### src/cache_tag_pkg.sv
/* Sizes and types shared by the cache tag blocks. The pseudo-LRU tree is
   fixed at 4 ways, so NUM_WAYS and LRU_BITS are not free parameters. */
package cache_tag_pkg;

	localparam int NUM_SETS = 16;
	localparam int SET_INDEX_WIDTH = 4;
	localparam int TAG_WIDTH = 8;
	// The address is the tag placed above the set index
	localparam int ADDR_WIDTH = TAG_WIDTH + SET_INDEX_WIDTH;
	localparam int NUM_WAYS = 4;
	localparam int WAY_WIDTH = 2;
	localparam int LRU_BITS = 3;

	typedef logic [WAY_WIDTH-1:0] way_t;

	typedef struct packed {
		logic [ADDR_WIDTH-1:0] addr;
	} lookup_req_t;

	typedef enum logic [1:0] {
		RESULT_HIT,
		RESULT_FILL,
		RESULT_EVICT
	} lookup_result_e;

	// Victim tag is zero unless the result is an eviction
	typedef struct packed {
		lookup_result_e result;
		way_t way;
		logic [TAG_WIDTH-1:0] victim_tag;
	} lookup_resp_t;

	// Valid bits and tags of all ways in one set
	typedef struct packed {
		logic [NUM_WAYS-1:0] valid;
		logic [NUM_WAYS-1:0][TAG_WIDTH-1:0] tag;
	} tag_set_t;

	// Set index field of a lookup address
	function automatic logic [SET_INDEX_WIDTH-1:0] req_set(lookup_req_t req);
		return req.addr[SET_INDEX_WIDTH-1:0];
	endfunction

	// Tag field of a lookup address
	function automatic logic [TAG_WIDTH-1:0] req_tag(lookup_req_t req);
		return req.addr[ADDR_WIDTH-1:SET_INDEX_WIDTH];
	endfunction

endpackage

### src/sram_1r1w.sv
/* Register-array memory, one registered read and one write per cycle.
   A write to the address being read returns the new data on the read. */
module sram_1r1w #(
	parameter int DATA_WIDTH = 8,
	parameter int SIZE = 16
) (
	input  logic                    clk,
	input  logic                    reset,
	input  logic [$clog2(SIZE)-1:0] rd_addr_i,
	output logic [DATA_WIDTH-1:0]   rd_data_o,
	input  logic                    wr_en_i,
	input  logic [$clog2(SIZE)-1:0] wr_addr_i,
	input  logic [DATA_WIDTH-1:0]   wr_data_i
);

	logic [DATA_WIDTH-1:0] mem [SIZE];

	// Storage array, cleared to zero on reset
	always_ff @(posedge clk, posedge reset)
	begin
		if (reset)
		begin
			for (int i = 0; i < SIZE; i++)
				mem[i] <= '0;
		end
		else if (wr_en_i)
			mem[wr_addr_i] <= wr_data_i;
	end

	// The read happens every cycle
	// A write to the same entry bypasses the array so the reader sees fresh data
	always_ff @(posedge clk, posedge reset)
	begin
		if (reset)
			rd_data_o <= '0;
		else if (wr_en_i && wr_addr_i == rd_addr_i)
			rd_data_o <= wr_data_i;
		else
			rd_data_o <= mem[rd_addr_i];
	end

endmodule

### src/cache_lru.sv
/* Tree pseudo-LRU per set, 4 ways only. lru_way_o appears one cycle after
   set_i; an MRU update applies to the set presented in the previous cycle. */
module cache_lru
	import cache_tag_pkg::*;
(
	input  logic                       clk,
	input  logic                       reset,
	input  logic [SET_INDEX_WIDTH-1:0] set_i,
	input  logic                       update_mru_i,
	input  way_t                       new_mru_way_i,
	output way_t                       lru_way_o
);

	// Tree bit layout
	// bit 1 is the root, 0 points to ways 0/1, 1 points to ways 2/3
	// bit 2 picks inside the left pair, 0 is way 0 and 1 is way 1
	// bit 0 picks inside the right pair, 0 is way 2 and 1 is way 3
	logic [LRU_BITS-1:0]        old_bits;
	logic [LRU_BITS-1:0]        new_bits;
	logic [SET_INDEX_WIDTH-1:0] set_q;

	sram_1r1w #(
		.DATA_WIDTH(LRU_BITS),
		.SIZE(NUM_SETS)
	) lru_mem_inst (
		.clk(clk),
		.reset(reset),
		.rd_addr_i(set_i),
		.rd_data_o(old_bits),
		.wr_en_i(update_mru_i),
		.wr_addr_i(set_q),
		.wr_data_i(new_bits)
	);

	// Remember which set the read data belongs to, the update goes back there
	always_ff @(posedge clk, posedge reset)
	begin
		if (reset)
			set_q <= '0;
		else
			set_q <= set_i;
	end

	// Follow the tree bits down to the least recently used way
	always_comb
	begin
		if (!old_bits[1])
			lru_way_o = old_bits[2] ? way_t'(1) : way_t'(0);
		else
			lru_way_o = old_bits[0] ? way_t'(3) : way_t'(2);
	end

	// Point every bit on the path of the new MRU way away from it
	// The bit of the other subtree keeps its old value
	always_comb
	begin
		case (new_mru_way_i)
			2'd0: new_bits = {2'b11, old_bits[0]};
			2'd1: new_bits = {2'b01, old_bits[0]};
			2'd2: new_bits = {old_bits[2], 2'b01};
			default: new_bits = {old_bits[2], 2'b00};
		endcase
	end

endmodule

### src/tag_array.sv
/* Tags and valid bits of all four ways. Reads have one cycle of latency;
   a write goes to the set presented in the previous cycle. */
module tag_array
	import cache_tag_pkg::*;
(
	input  logic                       clk,
	input  logic                       reset,
	input  logic [SET_INDEX_WIDTH-1:0] set_i,
	input  logic                       wr_en_i,
	input  way_t                       wr_way_i,
	input  logic [TAG_WIDTH-1:0]       wr_tag_i,
	output tag_set_t                   set_o
);

	logic [SET_INDEX_WIDTH-1:0]        set_q;
	logic [NUM_WAYS-1:0]               valid_q [NUM_SETS];
	logic [NUM_WAYS-1:0]               valid_rd_q;
	logic [NUM_WAYS-1:0]               wr_onehot;
	logic [NUM_WAYS-1:0][TAG_WIDTH-1:0] tag_rd;

	// Writes land in the set that was read in the previous cycle
	always_ff @(posedge clk, posedge reset)
	begin
		if (reset)
			set_q <= '0;
		else
			set_q <= set_i;
	end

	assign wr_onehot = NUM_WAYS'(1) << wr_way_i;

	// One tag memory per way, only the selected way is written
	for (genvar w = 0; w < NUM_WAYS; w++)
	begin : g_way
		sram_1r1w #(
			.DATA_WIDTH(TAG_WIDTH),
			.SIZE(NUM_SETS)
		) tag_mem_inst (
			.clk(clk),
			.reset(reset),
			.rd_addr_i(set_i),
			.rd_data_o(tag_rd[w]),
			.wr_en_i(wr_en_i && wr_way_i == way_t'(w)),
			.wr_addr_i(set_q),
			.wr_data_i(wr_tag_i)
		);
	end

	// Valid bits live in flops so that reset empties the whole cache
	// Once set a valid bit stays set, there is no invalidation
	always_ff @(posedge clk, posedge reset)
	begin
		if (reset)
		begin
			for (int s = 0; s < NUM_SETS; s++)
				valid_q[s] <= '0;
			valid_rd_q <= '0;
		end
		else
		begin
			if (wr_en_i)
				valid_q[set_q] <= valid_q[set_q] | wr_onehot;
			// Same latency and forwarding as the tag memories
			if (wr_en_i && set_q == set_i)
				valid_rd_q <= valid_q[set_i] | wr_onehot;
			else
				valid_rd_q <= valid_q[set_i];
		end
	end

	assign set_o.valid = valid_rd_q;
	assign set_o.tag = tag_rd;

endmodule

### src/lookup_stage.sv
/* Resolves one lookup per cycle against the set read in the previous cycle.
   No back-pressure; a strobe always produces a response one cycle later. */
module lookup_stage
	import cache_tag_pkg::*;
(
	input  logic                 clk,
	input  logic                 reset,
	input  logic                 req_valid_i,
	input  lookup_req_t          req_i,
	input  tag_set_t             set_i,
	input  way_t                 lru_way_i,
	output logic                 resp_valid_o,
	output lookup_resp_t         resp_o,
	output logic                 tag_wr_en_o,
	output way_t                 tag_wr_way_o,
	output logic [TAG_WIDTH-1:0] tag_wr_tag_o,
	output logic                 mru_update_o,
	output way_t                 mru_way_o
);

	logic                 valid_q;
	lookup_req_t          req_q;
	logic [TAG_WIDTH-1:0] lookup_tag;
	logic                 hit;
	way_t                 hit_way;
	logic                 has_free;
	way_t                 free_way;
	way_t                 chosen_way;

	// The request strobe delayed by one cycle becomes the response strobe
	always_ff @(posedge clk, posedge reset)
	begin
		if (reset)
			valid_q <= 1'b0;
		else
			valid_q <= req_valid_i;
	end

	// Address of the request that is resolved in the next cycle
	always_ff @(posedge clk)
	begin
		if (req_valid_i)
			req_q <= req_i;
	end

	assign lookup_tag = req_tag(req_q);

	// Tag compare, and in the same pass the lowest numbered empty way
	// Scanning from the top down leaves the lowest match in place
	always_comb
	begin
		hit = 1'b0;
		hit_way = '0;
		has_free = 1'b0;
		free_way = '0;
		for (int w = NUM_WAYS - 1; w >= 0; w--)
		begin
			if (set_i.valid[w] && set_i.tag[w] == lookup_tag)
			begin
				hit = 1'b1;
				hit_way = way_t'(w);
			end
			if (!set_i.valid[w])
			begin
				has_free = 1'b1;
				free_way = way_t'(w);
			end
		end
	end

	// Priority is hit, then an empty way, then the pseudo-LRU victim
	always_comb
	begin
		resp_o.victim_tag = '0;
		if (hit)
		begin
			resp_o.result = RESULT_HIT;
			chosen_way = hit_way;
		end
		else if (has_free)
		begin
			resp_o.result = RESULT_FILL;
			chosen_way = free_way;
		end
		else
		begin
			resp_o.result = RESULT_EVICT;
			chosen_way = lru_way_i;
			resp_o.victim_tag = set_i.tag[lru_way_i];
		end
		resp_o.way = chosen_way;
	end

	assign resp_valid_o = valid_q;

	// A miss installs the new tag in the chosen way
	assign tag_wr_en_o = valid_q && !hit;
	assign tag_wr_way_o = chosen_way;
	assign tag_wr_tag_o = lookup_tag;

	// Every lookup makes the way it used the most recently used one
	assign mru_update_o = valid_q;
	assign mru_way_o = chosen_way;

endmodule

### src/cache_tag_top.sv
/* Tag side of a 4-way cache, no data storage. One lookup per cycle, the
   response follows the request strobe by exactly one clock. */
module cache_tag_top
	import cache_tag_pkg::*;
(
	input  logic         clk,
	input  logic         reset,
	input  logic         req_valid_i,
	input  lookup_req_t  req_i,
	output logic         resp_valid_o,
	output lookup_resp_t resp_o
);

	tag_set_t             tag_set;
	way_t                 lru_way;
	logic                 tag_wr_en;
	way_t                 tag_wr_way;
	logic [TAG_WIDTH-1:0] tag_wr_tag;
	logic                 mru_update;
	way_t                 mru_way;

	// Both memories are read straight from the incoming set index
	tag_array tag_array_inst (
		.clk(clk),
		.reset(reset),
		.set_i(req_set(req_i)),
		.wr_en_i(tag_wr_en),
		.wr_way_i(tag_wr_way),
		.wr_tag_i(tag_wr_tag),
		.set_o(tag_set)
	);

	cache_lru cache_lru_inst (
		.clk(clk),
		.reset(reset),
		.set_i(req_set(req_i)),
		.update_mru_i(mru_update),
		.new_mru_way_i(mru_way),
		.lru_way_o(lru_way)
	);

	// The writes go back to the set each memory latched on its own
	lookup_stage lookup_stage_inst (
		.clk(clk),
		.reset(reset),
		.req_valid_i(req_valid_i),
		.req_i(req_i),
		.set_i(tag_set),
		.lru_way_i(lru_way),
		.resp_valid_o(resp_valid_o),
		.resp_o(resp_o),
		.tag_wr_en_o(tag_wr_en),
		.tag_wr_way_o(tag_wr_way),
		.tag_wr_tag_o(tag_wr_tag),
		.mru_update_o(mru_update),
		.mru_way_o(mru_way)
	);

endmodule

### config.mk
export PLATFORM = sky130hd
export DESIGN_NAME = cache_tag_top
export DESIGN_NICKNAME = d
export VERILOG_FILES = /design/src/cache_tag_pkg.sv /design/src/sram_1r1w.sv /design/src/cache_lru.sv /design/src/tag_array.sv /design/src/lookup_stage.sv /design/src/cache_tag_top.sv
export SDC_FILE = /design/constraint.sdc
export NUM_CORES = 1
export LEC_CHECK = 0
export BUFFER_PORTS_ARGS = -buffer_cell sky130_fd_sc_hd__buf_2
export CORE_MARGIN = 2
export CORE_UTILIZATION = 50
export CTS_CLUSTER_DIAMETER = 100
export DETAILED_ROUTE_END_ITERATION = 10
export PLACE_DENSITY = 0.68
export SETUP_SLACK_MARGIN = 0.1
export SYNTH_ARGS = -nofsm -noshare
export SYNTH_HDL_FRONTEND = slang
export SYNTH_SLANG_ARGS = --single-unit
### constraint.sdc
create_clock -name clk -period 22.1 [get_ports clk]
set_clock_uncertainty 0.2 [all_clocks]
set_input_delay 2.21 -clock clk [delete_from_list [all_inputs] [get_ports clk]]
set_output_delay 2.21 -clock clk [all_outputs]
set_load 0.02 [all_outputs]
# After elaboration in Yosys (flattened, before gate mapping)

Cells that the tools add are included.

Order comparisons: 4
Equality and inequality tests: 8
Shifts and indexed selects: 1
Multiplexer cells: 67
Bitwise logic cells: 4
Reduce and logical (&&, ||, !) cells: 18

Operators by type and width:

| kind               | number |
|---|---|
| $bwmux 128         | 4 |
| $bmux 8 s4         | 4 |
| $mux 8             | 16 |
| $bwmux 64          | 1 |
| $bwmux 48          | 1 |
| $bmux 4 s4         | 2 |
| $demux 8 s4        | 1 |
| $eq 8x8->1         | 4 |
| $mux 2             | 13 |
| $mux 4             | 6 |
| $bmux 8 s2         | 1 |
| $demux 4 s4        | 1 |
| $logic_and 1x1->1  | 16 |
| $bmux 3 s4         | 1 |
| $demux 3 s4        | 1 |
| $mux 3             | 4 |
| $ge 5x5->1 const B | 2 |
| $mux 1             | 10 |
| $not 4->5          | 2 |
| $pmux 3 s3         | 1 |
| $or 4x4->4         | 2 |
| $lt 5x1->1 const B | 1 |
| $eq 2x2->1 const B | 2 |
| $eq 4x4->1         | 1 |
| 5 further kinds    | 5 |

Flip-flop bits (word level): 680
Bits of input ports: 15
Output and inout bits: 13
Word-level logic and storage cells: 207

# Logic depth before layout (Yosys ltp)

Word-level depth: 11
Mapped depth: 10
Gate-level depth less buffers: 6

# Modules after synthesis

Synthesis repeated with hierarchy kept, for this count alone.

Cells, all modules: 2,155
Area total of the unflattened synthesis: 32,856.5 sq um

Modules (own cells, without submodules):

| module                                                | times used | cells each | area an instance (sq um) | sequential area each (sq um) |
|---|---|---|---|---|
| sram_1r1w at tag_array_inst.g_way[0].tag_mem_inst ... | 4          | 384        | 6,337.3                  | 3,403.3 |
| tag_array                                             | 1          | 335        | 3,858.7                  | 1,801.7 |
| sram_1r1w at cache_lru_inst.lru_mem_inst              | 1          | 169        | 2,492.4                  | 1,276.2 |
| lookup_stage                                          | 1          | 104        | 1,013.5                  | 265.3 |
| cache_lru                                             | 1          | 11         | 142.6                    | 100.1 |

# Worst setup path before layout

No wires, ideal clock.

Path kind: input-to-reg
Start point: input port req_i[0] (netlist name)
End point: register tag_array_inst.valid_rd_q[0]
Arrival: 4,443 ps
Required time: 21,773 ps
Setup slack: 17,330 ps
Stages: 6
Path through: clkbuf_1 buf_2 buf_1 mux4_2 mux4_2 or2_2

Word-level cells in the longest chain between the ends: 6
Elaborated cells on any way between the ends: 8

RTL lines:

| item                                       | RTL line                         | source |
|---|---|---|
| start, declared                            | cache_tag_top.sv:9               | `input lookup_req_t req_i,` |
| $not 4->5 (implied by the code)            | tag_array.sv:65, tag_array.sv:67 |  |
| $bmux 4 s4                                 | tag_array.sv:65, tag_array.sv:67 |  |
| $mux 4 (implied by the code) (2 in series) | tag_array.sv:65, tag_array.sv:67 |  |
| $or 4x4->4                                 | tag_array.sv:65                  | `valid_rd_q <= valid_q[set_i] \| wr_onehot;` |
| $mux 4 *                                   | tag_array.sv:64                  | `if (wr_en_i && set_q == set_i)` |
| end signal, assigned                       | tag_array.sv:65                  |  |
| end signal, assigned                       | tag_array.sv:67                  | `valid_rd_q <= valid_q[set_i];` |
| end, declared                              | tag_array.sv:17                  | `logic [NUM_WAYS-1:0] valid_rd_q;` |

Mark *: on every way between the ends. The rest lies on a longest branch, timed or not. The select of a mux whose other input is x is not followed.
A chain may end at the register's enable or synchronous reset.

==> results by group <==
Synth
  • Cell area after synthesis: 31700 um^2
  • Synth Instances: 2037
  • Net Count, Synth: 2052
  • Synth top cells by count: 668 x dfrtp_1, 513 x mux2_2, 211 x mux4_2, 121 x clkbuf_1, 80 x mux2_1
  • Cell with the most instances after synthesis: dfrtp_1
  • Ys flop type: dfrtp_1
  • Post-synth EDFFs: 8
  • Share of the synthesized area in the top cell type: 0.527
  • Yosys warns: 0
  • Post-synth ARST share: 0.988
  • #FFs+latches synth: 676
  • Register area share after synthesis: 0.535
  • Yosys cell types: 52
  • Syn_area_per_cell: 15.6 um^2
  • Largest area contributor in the netlist: dfrtp_1
  • Area contributors post-synth: dfrtp_1 53%, mux2_2 18%, mux4_2 15%

STA
  • Final setup violation count: 0
  • Max Slew Vio Count: 0
  • Fmax: 147 MHz
  • Final Hold Viols: 0
  • Final worst path period need: 6.80 ns
  • Slew HR: 0.116
  • Setup TNS Final: 0 ns
  • Setup repair after global routing missed its margin: false
  • Tcrit/Tclk final: 0.308
  • Post-route setup slack: 15.30 ns
  • Actual slew at the worst max-slew pin: 1.32 ns

Placement
  • Port bufs: 27
  • Post-DP HPWL: 49000 um
  • GPL Wtd Cong: 0.899
  • DP Worst Slack: 16.04 ns
  • # placed instances: 2766

Floorplan
  • Io pins: 28
  • Die ar.: 65500 um^2
  • Row count: 92
  • Die Y: 256 um
  • Die width: 256 um
  • CORE AREA: 62900 um^2
  • Initial Util: 0.505

Clocking
  • Clk Latency, worst-skew pair: 0.63 ns
  • Worst-path clk slew: 0.06 ns
  • CTS resizes: 0
  • Post-CTS Setup Inserts: 0
  • CTS H-tree lvls: 3
  • CTS max path bufs: 3
  • CTS tree: done
  • CTS Sinks: 676
  • CTS root buf: clkbuf_16
  • Cts hold-fix bufs: 0
  • CTS buffer count: 75

Setup path
  • CP max stage delay: 0.93 ns
  • Critical path peak fanout: 54
  • WS Path Type: register to output port
  • Worst setup SP type: register
  • Crit path DAT: 4.39 ns
  • CP max stage cell: nor4_2
  • Setup crit end kind: output port
  • Worst EP required: 19.69 ns
  • CP dominant cell by count: buf_4
  • CP delay by family, top: simple AND/OR/NAND/NOR gates
  • CP Buf/Inv Count: 4
  • Crit path cell chain: buf_4 -> buf_4 -> xnor2_1 -> nand4_1 -> nor3_2 -> buf_4 -> nor4_2 -> nand2_1 -> a211oi_1 -> buf_2

Detailed routing
  • DRT Pass-1 Iters: 5
  • Via count: 18300
  • DRT iter0 DRCs: 1373
  • Vias/cell: 6.31
  • Post-route ant nets: 0
  • Number of remaining DRC errors: 0
  • DR WL/cell: 27.2 um
  • Final WL: 79000 um

GRT
  • All-layer global routing usage: 0.247
  • Largest net degree at the start of global routing: 172
  • Met2 GRT Util: 0.379
  • Antenna violations before repair: 3
  • Global-route wire length before repair: 123000 um
  • GRT overflow: 0
  • Met3 Use GR: 0.0461
  • M1 GR Usage: 0.360
  • Vias in the first global route: 19200
  • Global routing's busiest layer: met2

Layout
  • Ant diodes: 0
  • Layout cell share with drive strength beyond 1: 0.454
  • Final Util: 0.556
  • Fin nets: 2012
  • Layout area overhead: 10.1%
  • Fin cells: 2899

Job
  • Max-cap viol count: 0

Power
  • Leakage power: 0.0156 uW
  • VDD IR max: 0.0000501 V
  • Pwr dens: 115 nW/um^2

Hold path
  • Class of the worst hold path: register to register

Status
  • Status: finished, final reports clean
## stage by stage
stage / power (uW) / hold WS (ns) / instance area, um^2
floorplan: 2530 / 0.245 / 31700
global placement: 2730 / 0.258 / 32500
detailed placement: 2790 / 0.264 / 32500
CTS: 4030 / 0.277 / 34900
global route: 4200 / 0.294 / 34900
finish: 4000 / 0.279 / 34900
## power by group
group	internal, uW	leakage (uW)	switching [uW]	total [uW]
registers	1620	0.00885	236	1860
clock network	733	0.00120	498	1230
logic	522	0.00558	394	916
## flip-flops by register name (all words and copies together), names as in the netlist
signal,flops
cache_lru_inst.lru_mem_inst.mem,48
cache_lru_inst.lru_mem_inst.rd_data_o,3
cache_lru_inst.set_q,4
lookup_stage_inst.mru_update_o,1
lookup_stage_inst.req_q,8
tag_array_inst.g_way.tag_mem_inst.mem,512
tag_array_inst.g_way.tag_mem_inst.rd_data_o,32
tag_array_inst.valid_q,64
tag_array_inst.valid_rd_q,4
## cell families (layout without fill, tap and decap cells)
family | count (synthesis) | count (layout) | synth area share
buffers and inverters | 179 | 195 | 0.0227
flip-flops | 676 | 676 | 0.535
XOR/XNOR | 36 | 36 | 0.00994
multiplexers | 814 | 814 | 0.364
AO/OA/AOI/OAI | 106 | 106 | 0.0257
AND/OR/NAND/NOR | 226 | 226 | 0.0434
## metal layers
layer,vias up,part of all wire
met5,-,0.00044
li1,7681,-
met3,128,0.061
met2,573,0.47
met4,6,0.025
met1,9902,0.45
## worst min-delay path, delay by kind of cell, from the launching register on
kind,cells,cell delay (ns)
AO/OA/AOI/OAI,1,0.06
flip-flops,1,0.34
AND/OR/NAND/NOR,1,0.05
## placed cells by master, fill, tap and decap left out, types with 3 or more instances in the layout
cell type,netlist,layout
dfrtp_1,668,668
mux2_2,513,513
mux4_2,211,211
mux2_1,80,80
clkbuf_16,0,76
nand2_1,60,60
xnor2_1,33,33
o21ai_0,33,33
o32a_1,32,32
buf_4,0,29
nor3_1,27,26
or3_1,24,24
buf_2,27,24
nand4_1,23,23
clkbuf_8,0,23
clkbuf_1,121,20
nand3_1,19,19
a211oi_1,17,17
nor2b_1,13,13
nor2_1,11,11
nand2_4,9,9
nor3_4,9,9
mux2i_1,9,9
edfxtp_1,8,8
nand2b_1,7,7
clkinv_2,0,7
nor3_2,5,6
and3_1,4,4
or2_2,4,4
a22oi_1,4,4
nor4_4,3,3
nor4_1,4,3
inv_1,4,3
xor2_1,3,3
inv_6,0,3
## area by class of cell
cell class / count / area [um^2]
well taps: 846 / 1060
clock buffers: 119 / 2290
clock inverters: 14 / 138
fillers: 4965 / 27900
multi-input cells: 1182 / 14100
flip-flops and latches: 676 / 17000
repair buffers: 57 / 404
inverters: 5 / 26.3
## worst paths after layout
| check | from | endpoint | slack, ns | depth (start not counted) |
|---|---|---|---|---|
| min in group asynchronous | reset | tag_array_inst.g_way[2].tag_mem_inst.mem[53] | 1.53 | 2 |
| worst max-delay path | lookup_stage_inst.req_q[5] | resp_o[5] | 15.30 | 10 |
| worst min-delay path | cache_lru_inst.lru_mem_inst.mem[5] | cache_lru_inst.lru_mem_inst.mem[5] | 0.28 | 2 |
| worst min register to register | cache_lru_inst.lru_mem_inst.mem[5] | cache_lru_inst.lru_mem_inst.mem[5] | 0.28 | 2 |
| worst max register to register | lookup_stage_inst.req_q[5] | tag_array_inst.g_way[3].tag_mem_inst.rd_data_o[5] | 17.49 | 9 |
| max in group asynchronous | reset | tag_array_inst.g_way[0].tag_mem_inst.mem[12] | 16.96 | 5 |
Note: power is estimated with default switching activity, not from simulation.
